[src/cplx_bus_pkg.sv]
/*
  Bus widths and struct types shared by every port of the core complex.
  OBI carries no id, error or rready signal, so responses return in order.
  The peripheral port uses an active low write enable (wen).
*/
`default_nettype none

package cplx_bus_pkg;

  parameter int unsigned AddrWidth = 32;
  parameter int unsigned DataWidth = 32;
  parameter int unsigned IdWidth   = 8;
  parameter int unsigned BeWidth   = DataWidth / 8;

  // Interrupt vector seen by the core
  parameter int unsigned NumIrqs   = 32;
  parameter int unsigned EvtIrqBit = 3;

  typedef struct packed {
    logic                 req;
    logic                 we;
    logic [BeWidth-1:0]   be;
    logic [AddrWidth-1:0] addr;
    logic [DataWidth-1:0] wdata;
  } obi_req_t;

  typedef struct packed {
    logic                 gnt;
    logic                 rvalid;
    logic [DataWidth-1:0] rdata;
  } obi_rsp_t;

  // Accelerator configuration port
  typedef struct packed {
    logic                 req;
    logic [AddrWidth-1:0] add;
    logic                 wen;
    logic [BeWidth-1:0]   be;
    logic [DataWidth-1:0] data;
    logic [IdWidth-1:0]   id;
  } periph_req_t;

  typedef struct packed {
    logic                 gnt;
    logic [DataWidth-1:0] r_data;
    logic                 r_valid;
  } periph_rsp_t;

endpackage

`default_nettype wire
[src/cplx_map_pkg.sv]
/*
  Address map types for the data side decoder.
  A rule covers start_addr up to end_addr, with end_addr exclusive.
  The region defaults place a 1 KiB accelerator window at 0x0010_0000.
*/
`default_nettype none

package cplx_map_pkg;

  import cplx_bus_pkg::*;

  // Data request targets, also the demux port index
  typedef enum logic [0:0] {
    ExternalTgt = 1'b0,
    AccelTgt    = 1'b1
  } target_e;

  typedef struct packed {
    target_e              idx;
    logic [AddrWidth-1:0] start_addr;
    logic [AddrWidth-1:0] end_addr;
  } addr_rule_t;

  // Below, inside and above the accelerator window
  parameter int unsigned NumRules = 3;

  parameter logic [AddrWidth-1:0] DefaultRegionStart = 32'h0010_0000;
  parameter logic [AddrWidth-1:0] DefaultRegionSize  = 32'h0000_0400;

endpackage

`default_nettype wire

[src/core_complex_top.sv]
/*
  Bus side of a core plus accelerator complex.
  Data requests inside the accelerator window go to the peripheral port,
  all others through a registered cut to external memory.
  Instruction fetches always pass their own cut. Peripheral id is tied to 0.
*/
`timescale 1ns/1ns
`default_nettype none

module core_complex_top
  import cplx_bus_pkg::*;
  import cplx_map_pkg::*;
#(
  parameter logic [AddrWidth-1:0] RegionStart = DefaultRegionStart,
  parameter logic [AddrWidth-1:0] RegionSize  = DefaultRegionSize,
  parameter int unsigned          N_CORES     = 8
) (
  input  logic                     clk_i,
  input  logic                     rst_ni,
  // Instruction side
  input  obi_req_t                 core_inst_req_i,
  output obi_rsp_t                 core_inst_rsp_o,
  output obi_req_t                 ext_inst_req_o,
  input  obi_rsp_t                 ext_inst_rsp_i,
  // Data side
  input  obi_req_t                 core_data_req_i,
  output obi_rsp_t                 core_data_rsp_o,
  output obi_req_t                 ext_data_req_o,
  input  obi_rsp_t                 ext_data_rsp_i,
  // Accelerator configuration
  output periph_req_t              periph_req_o,
  input  periph_rsp_t              periph_rsp_i,
  // Accelerator events and core interrupts
  input  logic [N_CORES-1:0][1:0]  evt_i,
  output logic [NumIrqs-1:0]       irq_o
);

  target_e        data_tgt;
  obi_req_t [1:0] data_tgt_req;
  obi_rsp_t [1:0] data_tgt_rsp;

  obi_spill_cut u_inst_cut (
    .clk_i     ( clk_i           ),
    .rst_ni    ( rst_ni          ),
    .in_req_i  ( core_inst_req_i ),
    .in_rsp_o  ( core_inst_rsp_o ),
    .out_req_o ( ext_inst_req_o  ),
    .out_rsp_i ( ext_inst_rsp_i  )
  );

  region_decoder #(
    .RegionStart ( RegionStart ),
    .RegionSize  ( RegionSize  )
  ) u_decoder (
    .addr_i ( core_data_req_i.addr ),
    .tgt_o  ( data_tgt             )
  );

  obi_target_demux u_demux (
    .clk_i     ( clk_i           ),
    .rst_ni    ( rst_ni          ),
    .tgt_i     ( data_tgt        ),
    .mgr_req_i ( core_data_req_i ),
    .mgr_rsp_o ( core_data_rsp_o ),
    .tgt_req_o ( data_tgt_req    ),
    .tgt_rsp_i ( data_tgt_rsp    )
  );

  obi_spill_cut u_data_cut (
    .clk_i     ( clk_i                     ),
    .rst_ni    ( rst_ni                    ),
    .in_req_i  ( data_tgt_req[ExternalTgt] ),
    .in_rsp_o  ( data_tgt_rsp[ExternalTgt] ),
    .out_req_o ( ext_data_req_o            ),
    .out_rsp_i ( ext_data_rsp_i            )
  );

  // OBI to peripheral protocol, write enable is active low there
  assign periph_req_o.req  = data_tgt_req[AccelTgt].req;
  assign periph_req_o.add  = data_tgt_req[AccelTgt].addr;
  assign periph_req_o.wen  = ~data_tgt_req[AccelTgt].we;
  assign periph_req_o.be   = data_tgt_req[AccelTgt].be;
  assign periph_req_o.data = data_tgt_req[AccelTgt].wdata;
  assign periph_req_o.id   = '0;

  assign data_tgt_rsp[AccelTgt].gnt    = periph_rsp_i.gnt;
  assign data_tgt_rsp[AccelTgt].rvalid = periph_rsp_i.r_valid;
  assign data_tgt_rsp[AccelTgt].rdata  = periph_rsp_i.r_data;

  // All accelerator events share one interrupt line
  always_comb begin
    irq_o            = '0;
    irq_o[EvtIrqBit] = |evt_i;
  end

endmodule

`default_nettype wire

[src/obi_target_demux.sv]
/*
  One-to-two OBI demux allowing a single outstanding transaction.
  tgt_i must stay stable with the request until gnt, as the address does.
  After a transfer no new gnt is given until its rvalid has arrived,
  which also blocks gnt in the cycle of that rvalid.
*/
`timescale 1ns/1ns
`default_nettype none

module obi_target_demux
  import cplx_bus_pkg::*;
  import cplx_map_pkg::*;
(
  input  logic           clk_i,
  input  logic           rst_ni,
  input  target_e        tgt_i,
  input  obi_req_t       mgr_req_i,
  output obi_rsp_t       mgr_rsp_o,
  output obi_req_t [1:0] tgt_req_o,
  input  obi_rsp_t [1:0] tgt_rsp_i
);

  localparam int unsigned NumTgts = 2;

  logic    outstanding_q;
  target_e sel_q;
  logic    xfer;
  logic    rsp_done;

  // Request fans out to all targets, req only to the selected one
  always_comb begin
    for (int unsigned i = 0; i < NumTgts; i++) begin
      tgt_req_o[i]     = mgr_req_i;
      tgt_req_o[i].req = mgr_req_i.req & ~outstanding_q & (tgt_i == target_e'(i));
    end
  end

  assign xfer     = mgr_req_i.req & mgr_rsp_o.gnt;
  assign rsp_done = outstanding_q & tgt_rsp_i[sel_q].rvalid;

  // Track the one transaction in flight and where it went
  always_ff @(posedge clk_i or negedge rst_ni) begin
    if (!rst_ni) begin
      outstanding_q <= 1'b0;
      sel_q         <= ExternalTgt;
    end else begin
      if (xfer) begin
        outstanding_q <= 1'b1;
        sel_q         <= tgt_i;
      end else if (rsp_done) begin
        outstanding_q <= 1'b0;
      end
    end
  end

  // gnt from the addressed target, response from the recorded one
  always_comb begin
    mgr_rsp_o.gnt    = tgt_rsp_i[tgt_i].gnt & ~outstanding_q;
    mgr_rsp_o.rvalid = rsp_done;
    mgr_rsp_o.rdata  = tgt_rsp_i[sel_q].rdata;
  end

endmodule

`default_nettype wire

[src/region_decoder.sv]
/*
  Combinational address decoder with three rules around one window.
  Addresses that hit no rule fall back to ExternalTgt, which covers the
  top word 0xFFFF_FFFF left out by the exclusive end of the last rule.
  RegionStart + RegionSize must not wrap past the top of the address space.
*/
`timescale 1ns/1ns
`default_nettype none

module region_decoder
  import cplx_bus_pkg::*;
  import cplx_map_pkg::*;
#(
  parameter logic [AddrWidth-1:0] RegionStart = DefaultRegionStart,
  parameter logic [AddrWidth-1:0] RegionSize  = DefaultRegionSize
) (
  input  logic [AddrWidth-1:0] addr_i,
  output target_e              tgt_o
);

  localparam logic [AddrWidth-1:0] RegionEnd = RegionStart + RegionSize;

  // Listed from the highest index down
  localparam addr_rule_t [NumRules-1:0] AddrMap = '{
    // Above the accelerator window
    '{idx: ExternalTgt, start_addr: RegionEnd,   end_addr: '1},
    // Accelerator configuration window
    '{idx: AccelTgt,    start_addr: RegionStart, end_addr: RegionEnd},
    // Below the window
    '{idx: ExternalTgt, start_addr: '0,          end_addr: RegionStart}
  };

  always_comb begin
    tgt_o = ExternalTgt;
    for (int unsigned i = 0; i < NumRules; i++) begin
      if (addr_i >= AddrMap[i].start_addr && addr_i < AddrMap[i].end_addr) begin
        tgt_o = AddrMap[i].idx;
      end
    end
  end

endmodule

`default_nettype wire

[src/obi_spill_cut.sv]
/*
  Two-entry registered cut on the OBI request channel.
  Input gnt depends only on the fill level, so no path runs from the
  downstream gnt back to the manager. Responses are not registered.
  Downstream must return rvalid in order, one per granted request.
*/
`timescale 1ns/1ns
`default_nettype none

module obi_spill_cut
  import cplx_bus_pkg::*;
(
  input  logic     clk_i,
  input  logic     rst_ni,
  input  obi_req_t in_req_i,
  output obi_rsp_t in_rsp_o,
  output obi_req_t out_req_o,
  input  obi_rsp_t out_rsp_i
);

  localparam int unsigned Depth = 2;

  obi_req_t   slot_q [Depth];
  logic       wr_ptr_q;
  logic       rd_ptr_q;
  logic [1:0] count_q;
  logic       push;
  logic       pop;
  logic       full;
  logic       empty;

  assign full  = (count_q == 2'(Depth));
  assign empty = (count_q == 2'd0);

  // Accept while a slot is free
  assign push = in_req_i.req & ~full;
  assign pop  = ~empty & out_rsp_i.gnt;

  always_ff @(posedge clk_i or negedge rst_ni) begin
    if (!rst_ni) begin
      wr_ptr_q <= 1'b0;
      rd_ptr_q <= 1'b0;
      count_q  <= 2'd0;
    end else begin
      if (push) begin
        wr_ptr_q <= ~wr_ptr_q;
      end
      if (pop) begin
        rd_ptr_q <= ~rd_ptr_q;
      end
      case ({push, pop})
        2'b10:   count_q <= count_q + 2'd1;
        2'b01:   count_q <= count_q - 2'd1;
        default: count_q <= count_q;
      endcase
    end
  end

  // Payload storage
  always_ff @(posedge clk_i) begin
    if (push) begin
      slot_q[wr_ptr_q] <= in_req_i;
    end
  end

  // Oldest entry drives the downstream port
  always_comb begin
    out_req_o     = slot_q[rd_ptr_q];
    out_req_o.req = ~empty;
  end

  // Grant from fill level, response straight through
  always_comb begin
    in_rsp_o.gnt    = ~full;
    in_rsp_o.rvalid = out_rsp_i.rvalid;
    in_rsp_o.rdata  = out_rsp_i.rdata;
  end

endmodule

`default_nettype wire

[config.mk]
export PLATFORM = sky130hd
export DESIGN_NAME = core_complex_top
export DESIGN_NICKNAME = d
export VERILOG_FILES = /design/src/cplx_bus_pkg.sv /design/src/cplx_map_pkg.sv /design/src/core_complex_top.sv /design/src/obi_target_demux.sv /design/src/region_decoder.sv /design/src/obi_spill_cut.sv
export SDC_FILE = /design/constraint.sdc
export NUM_CORES = 1
export LEC_CHECK = 0
export BUFFER_PORTS_ARGS = -buffer_cell sky130_fd_sc_hd__buf_2
export CAP_MARGIN = 30
export CORE_AREA = 2 2 224 226
export DETAILED_ROUTE_END_ITERATION = 6
export DIE_AREA = 0 0 226 228
export PLACE_DENSITY_LB_ADDON = 0.08
export SYNTH_ARGS = -nofsm -noshare
export SYNTH_HDL_FRONTEND = slang
export SYNTH_SLANG_ARGS = --single-unit
[constraint.sdc]
create_clock -name clk_i -period 8.3 [get_ports clk_i]
set_input_delay 1.66 -clock clk_i [delete_from_list [all_inputs] [get_ports clk_i]]
set_output_delay 1.66 -clock clk_i [all_outputs]
set_load 0.02 [all_outputs]
# [After elaboration in Yosys (flattened, before gate mapping)]
# Memories as Yosys holds them, arrays and structs flattened.
# Index checks and enable logic that the tools add are counted.
[classes] add_sub_neg=4 order_cmp=6 n_bitwise=21 n_mux=14 reduce_logical=8 eq_ne=6
[op_table] operator="34-bit 2-to-1 mux" count=2
[op_table] operator="33-bit 2-to-1 mux" count=2
[op_table] operator="32-bit by 21-bit greater-or-equal comparator with 1-bit output, second input constant" count=2
[op_table] operator="32-bit by 21-bit less-than comparator with 1-bit output, second input constant" count=1
[op_table] operator="32-bit less-than comparator, second input constant" count=1
[op_table] operator="16-bit OR reduction" count=1
[op_table] operator="1-bit NOT" count=11
[op_table] operator="1-bit AND" count=10
[op_table] operator="2-bit equality test, second input constant" count=4
[op_table] operator="1-bit 2-to-1 mux" count=8
[op_table] operator="2-bit one-hot mux with 2 select lines" count=2
[op_table] operator="2-bit nonzero test" count=3
[op_table] operator="2-bit by 1-bit adder with 2-bit output, second input constant" count=2
[op_table] operator="2-bit by 1-bit equality test with 1-bit output, second input constant" count=2
[op_table] operator="2-bit zero test" count=2
[op_table] operator="1-bit by 2-bit less-than comparator with 1-bit output, second input constant" count=2
[op_table] operator="2-bit by 1-bit subtractor with 2-bit output, second input constant" count=2
[op_table] operator="1-bit logical AND" count=2
[totals] inputBits=260 ram_bits=280 word_cells=69 output_inout_bits=318 ff_bits=10 memories=2
[mem_list] memory="u_data_cut.slot_q" words=2 word_bits=70 rd=1 rd_ports_with_merged_regs=0 write_ports=1 line="obi_spill_cut.sv:23" rtl="obi_req_t slot_q [Depth];"
[mem_list] memory="u_inst_cut.slot_q" words=2 word_bits=70 rd=1 rd_ports_with_merged_regs=0 write_ports=1 line="obi_spill_cut.sv:23"

# [Longest topological paths before layout]
[depth] ltp_word=9 mapped_depth=7 mapped_depth_nobuf=7

# [Hierarchy]
# From an unflattened synthesis, not the netlist that was laid out.
[unflattened] cells_unflattened=774 area_unflattened_um2=13444.1
[by_module_without_submodules] module="obi_spill_cut" n_inst=2 seq_area_each_um2=4244.1 area_per_inst_um2=5675.4 cells_each=265
[by_module_without_submodules] module="obi_target_demux" n_inst=1 seq_area_each_um2=50.0 area_per_inst_um2=1707.9 cells_each=191
[by_module_without_submodules] module="core_complex_top" n_inst=1 seq_area_each_um2=0.0 area_per_inst_um2=331.6 cells_each=46
[by_module_without_submodules] module="region_decoder" n_inst=1 seq_area_each_um2=0.0 area_per_inst_um2=53.8 cells_each=7

# [Least setup slack after synthesis]
# OpenSTA, ideal clock, no wires.
[synth_path] kind="input-to-reg" from="input core_data_req_i[52] (netlist name)" to="memory u_data_cut.slot_q[0][0] (netlist name), enable pin" required_time_ns=7.804 arrival_time_ns=5.290 path_buffers=0 setup_time_ns=0.496 path_slack_ns=2.514 path_stages=4 cell_sequence="nor4b_1 and4_1 a221o_4 nor2_1"
[synth_between] elab_chain_len=9 elab_cells_between_ends=13 cone_classes="4 x order compare; 4 x mux; 3 x bitwise; 2 x reduce/logical"
[synth_rtl] element="start: declaration" line="core_complex_top.sv:26" rtl="input obi_req_t core_data_req_i,"
[synth_rtl] element="32-bit by 21-bit greater-or-equal comparator with 1-bit output / 32-bit by 21-bit less-than comparator with 1-bit output (equally long branches)" line="region_decoder.sv:36" rtl="if (addr_i >= AddrMap[i].start_addr && addr_i < AddrMap[i].end_addr) begin"
[synth_rtl] element="1-bit logical AND" line="region_decoder.sv:36"
[synth_rtl] element="1-bit 2-to-1 mux" line="region_decoder.sv:36"
[synth_rtl] element="1-bit 2-to-1 mux *" line="region_decoder.sv:36"
[synth_rtl] element="1-bit NOT *" line="obi_target_demux.sv:34" rtl="tgt_req_o[i].req = mgr_req_i.req & ~outstanding_q & (tgt_i == target_e'(i));"
[synth_rtl] element="1-bit AND *" line="obi_target_demux.sv:34"
[synth_rtl] element="1-bit AND *" line="obi_spill_cut.sv:36" rtl="assign push = in_req_i.req & ~full;"
[synth_rtl] element="1-bit 2-to-1 mux *" line="obi_spill_cut.sv:61" rtl="if (push) begin"
[synth_rtl] element="1-bit 2-to-1 mux (not written as such) *" line="obi_spill_cut.sv:62" rtl="slot_q[wr_ptr_q] <= in_req_i;"
[synth_rtl] element="end: declaration" line="obi_spill_cut.sv:23"
# Mark *: on every way between the ends. The rest lies on a longest branch, timed or not.

==> impl_results.md <==
* Outcome: finished, final reports clean
* Placed cell count at 1702
* Area of the mapped netlist at around 0.012 mm²
* Min Clock Period, post-route at slightly below 5 ns
* DRC Markers at 0
* Vias in the first global route at slightly below 7000
* Met1 usage in global routing at between 10% and 20%
* MaxCap Viol Count at 0
* Required @ worst endpoint at between 6 and 7 ns
* Initial DRC count at 198
* Met2 Track Usage GR at between 10% and 20%
* Pwr per Cell Area at about 350 mW/mm²
* Arrival @ worst endpoint at approximately 3.2 ns
* Post-CTS setup buffers at 0
* F_max at 207 MHz
* RSZ-0062 raised after global routing: no
* Final setup vio count at 0
* Worst path cell trace: buf_2 -> nor4_1 -> and4_1 -> nand2_1 -> a31oi_1 -> buf_2
* Clock Root Buffer: clkbuf_16
* ANT nets after route at 0
* Worst slack, placed at 3.40 ns
* Most common cell after layout, fill and taps aside: buf_2
* Kind of critical path: in -> out
* Syn_area_per_cell at about 18 µm²
* Largest net degree at the start of global routing at between 60 and 70
* Slowest stage cell, crit path: nor4_1
* Slew at the pin closest to its max-slew limit at 0.960 ns
* GR Util met3 at approximately 5.8%
* Post_cts resized at 0
* CTS tree: yes
* Most used cell, CP: buf_2
* Post-synthesis sequential area ratio at between 70% and 80%
* Initial antenna violation count at 10
* WL/cell at between 15 and 20 µm
* Area after DPL at 0.0143 mm²
* Die width at 226 µm
* Synth Instances at roughly 670
* WL final at roughly 31000 µm
* Worst min path class: reg -> reg
* CP endpoint kind: output pin
* DP Wirelength at between 20000 and 25000 µm
* Hold Fails Final Rpt at 0
* Setup ws final at 3.47 ns
* Finished Layout Cells at between 1500 and 2000
* Relative slew slack at a little over a third
* Reg clk slew, reported paths at 0.05 ns
* GRT overflow at 0
* First-pass GRT wire length at 44200 µm
* Routed vias/inst at about 3.9
* TritonRoute pass-1 iters at 4
* GP Congestion at 0.758
* Top Usage Layer GRT: met2
* Layout area overhead at 29.3%
* Critical path launch point type: input port
* Slew Viols, Final at 0
* Crit share post-route at around 58%
* Fin Clk Skew at roughly 0.0078 ns
* Setup TNS at 0 ns
* Leak at a little over 6 nW
* Reg2reg path depth at 4
* Hold-fix buffers, CTS at 0
* Max incr delay on CP at around 0.5 ns
* Worst vdd rail ir drop at 0.160 mV
* CTS sink cnt at around 290
* Total CTS buffers at 36
* #FFs+latches synth at 286
* Clk buf depth at 3
* Crit-path max FO at 4
* I/O Buffers at about 470
* I/O pin count at just under 600
* Final nets at 1330
* Worst skew pair latency at between 0.5 and 0.6 ns
* # rows at 82
* WHS Path Cells at 1
* Via count at between 6000 and 7000
* Die ar. at just over 0.05 mm²
* Total GRT Usage at 11.6%
* H-Tree Depth at 2
* Initial core utilization at between 20% and 30%
* CORE AREA at around 0.049 mm²
* Commonest non-fill, non-tap cells in the layout: buf_2 (472), edfxtp_1 (276), mux2_2 (170), conb_1 (39), clkbuf_16 (37)
* Synth cell types at 31
* Die H at between 200 and 250 µm
* Synth warn at 0
* Final instance area at 0.0155 mm²
* Layout cells sized above 1 at 64.8%
routing by layer:
metal	vias to the layer above	routed length [µm]
li1	3142	-
met1	3274	13200
met2	312	13800
met3	59	3410
met4	18	610
met5	-	106
cell usage after synthesis (all sizes together):
cell type	number	area, µm²
a21boi	1	11.3
a221o	1	21.3
a31o	1	8.76
a31oi	1	6.26
and2	2	12.5
and3	1	6.26
and4	1	8.76
buf	144	1070
clkbuf	17	63.8
conb	1	3.75
dfrtp	10	250
edfxtp	276	8290
ha	2	25.0
inv	5	18.8
mux2	170	1910
mux2i	1	10.0
nand2	3	11.3
nand2b	2	12.5
nand3	1	5.00
nand4	2	12.5
nor2	6	22.5
nor2b	2	12.5
nor3	1	16.3
nor4	7	43.8
nor4b	1	8.76
or2	2	12.5
or4	1	11.3
xnor2	6	52.6
xor2	4	35.0
per-stage QoR:
step	utilization, %	power, mW	hold slack [ns]
4_1_cts	31.4	5.48	0.466
3_3_place_gp	28.9	3.88	0.451
2_1_floorplan	-	3.28	0.456
6_report	31.4	5.36	0.464
5_1_grt	31.4	5.65	0.476
3_5_place_dp	29.0	3.90	0.459
logic make-up (layout without fill, tap and decap cells):
| kind of cell | after synthesis | count (layout) | synth area share [%] |
|---|---|---|---|
| adder cells (fa/ha/maj) | 2 | 2 | 0.209 |
| multiplexers | 171 | 171 | 16.1 |
| buffers and inverters | 166 | 549 | 9.63 |
| AND/OR/NAND/NOR | 32 | 32 | 1.64 |
| AO/OA/AOI/OAI | 4 | 4 | 0.397 |
| XOR/XNOR | 10 | 10 | 0.731 |
| flip-flops | 286 | 286 | 71.3 |
| other | 1 | 41 | 0.0313 |
cell type report:
class	count	area, µm²
diodes	2	5.00
clock buffers	46	960
clock inverters	17	198
fillers	4944	33900
inverters	5	18.8
multi-input cells	258	2450
flip-flops and latches	286	8540
well taps	672	841
repair buffers	481	2470
path summary, 6_finish.rpt:
path,from,to,slack (ns)
max,core_data_req_i[43],core_data_rsp_o[33],3.47
min,u_inst_cut.rd_ptr_q,u_inst_cut.rd_ptr_q,0.46
max reg2reg,u_data_cut.count_q[0],u_data_cut.slot_q[1][2],5.71
min reg2reg,u_inst_cut.rd_ptr_q,u_inst_cut.rd_ptr_q,0.46
max in group asynchronous,rst_ni,u_data_cut.rd_ptr_q,7.08
min in group asynchronous,rst_ni,u_data_cut.wr_ptr_q,1.00
where the power goes:
part | total, mW | internal, mW | switching, mW
combinational | 1.78 | 0.658 | 1.12
clock | 1.54 | 0.966 | 0.574
sequential | 2.04 | 1.96 | 0.0802
total | 5.36 | 3.58 | 1.78
critical path: cells and delay by family:
kind / cells / cell delay, ns
and+or+nand+nor: 3 / 1.00
buffers and inverters: 2 / 0.33
AOI/OAI and AO/OA: 1 / 0.18
state kept, by name (all words and copies together), names as in the netlist:
name and count:
u_demux.outstanding_q 1, u_inst_cut.wr_ptr_q 1, u_data_cut.wr_ptr_q 1, u_inst_cut.count_q 2, u_inst_cut.rd_ptr_q 1, u_data_cut.count_q 2
u_data_cut.slot_q 138, u_data_cut.rd_ptr_q 1, u_inst_cut.slot_q 138, u_demux.sel_q 1
(Power assumes the default switching activity.)
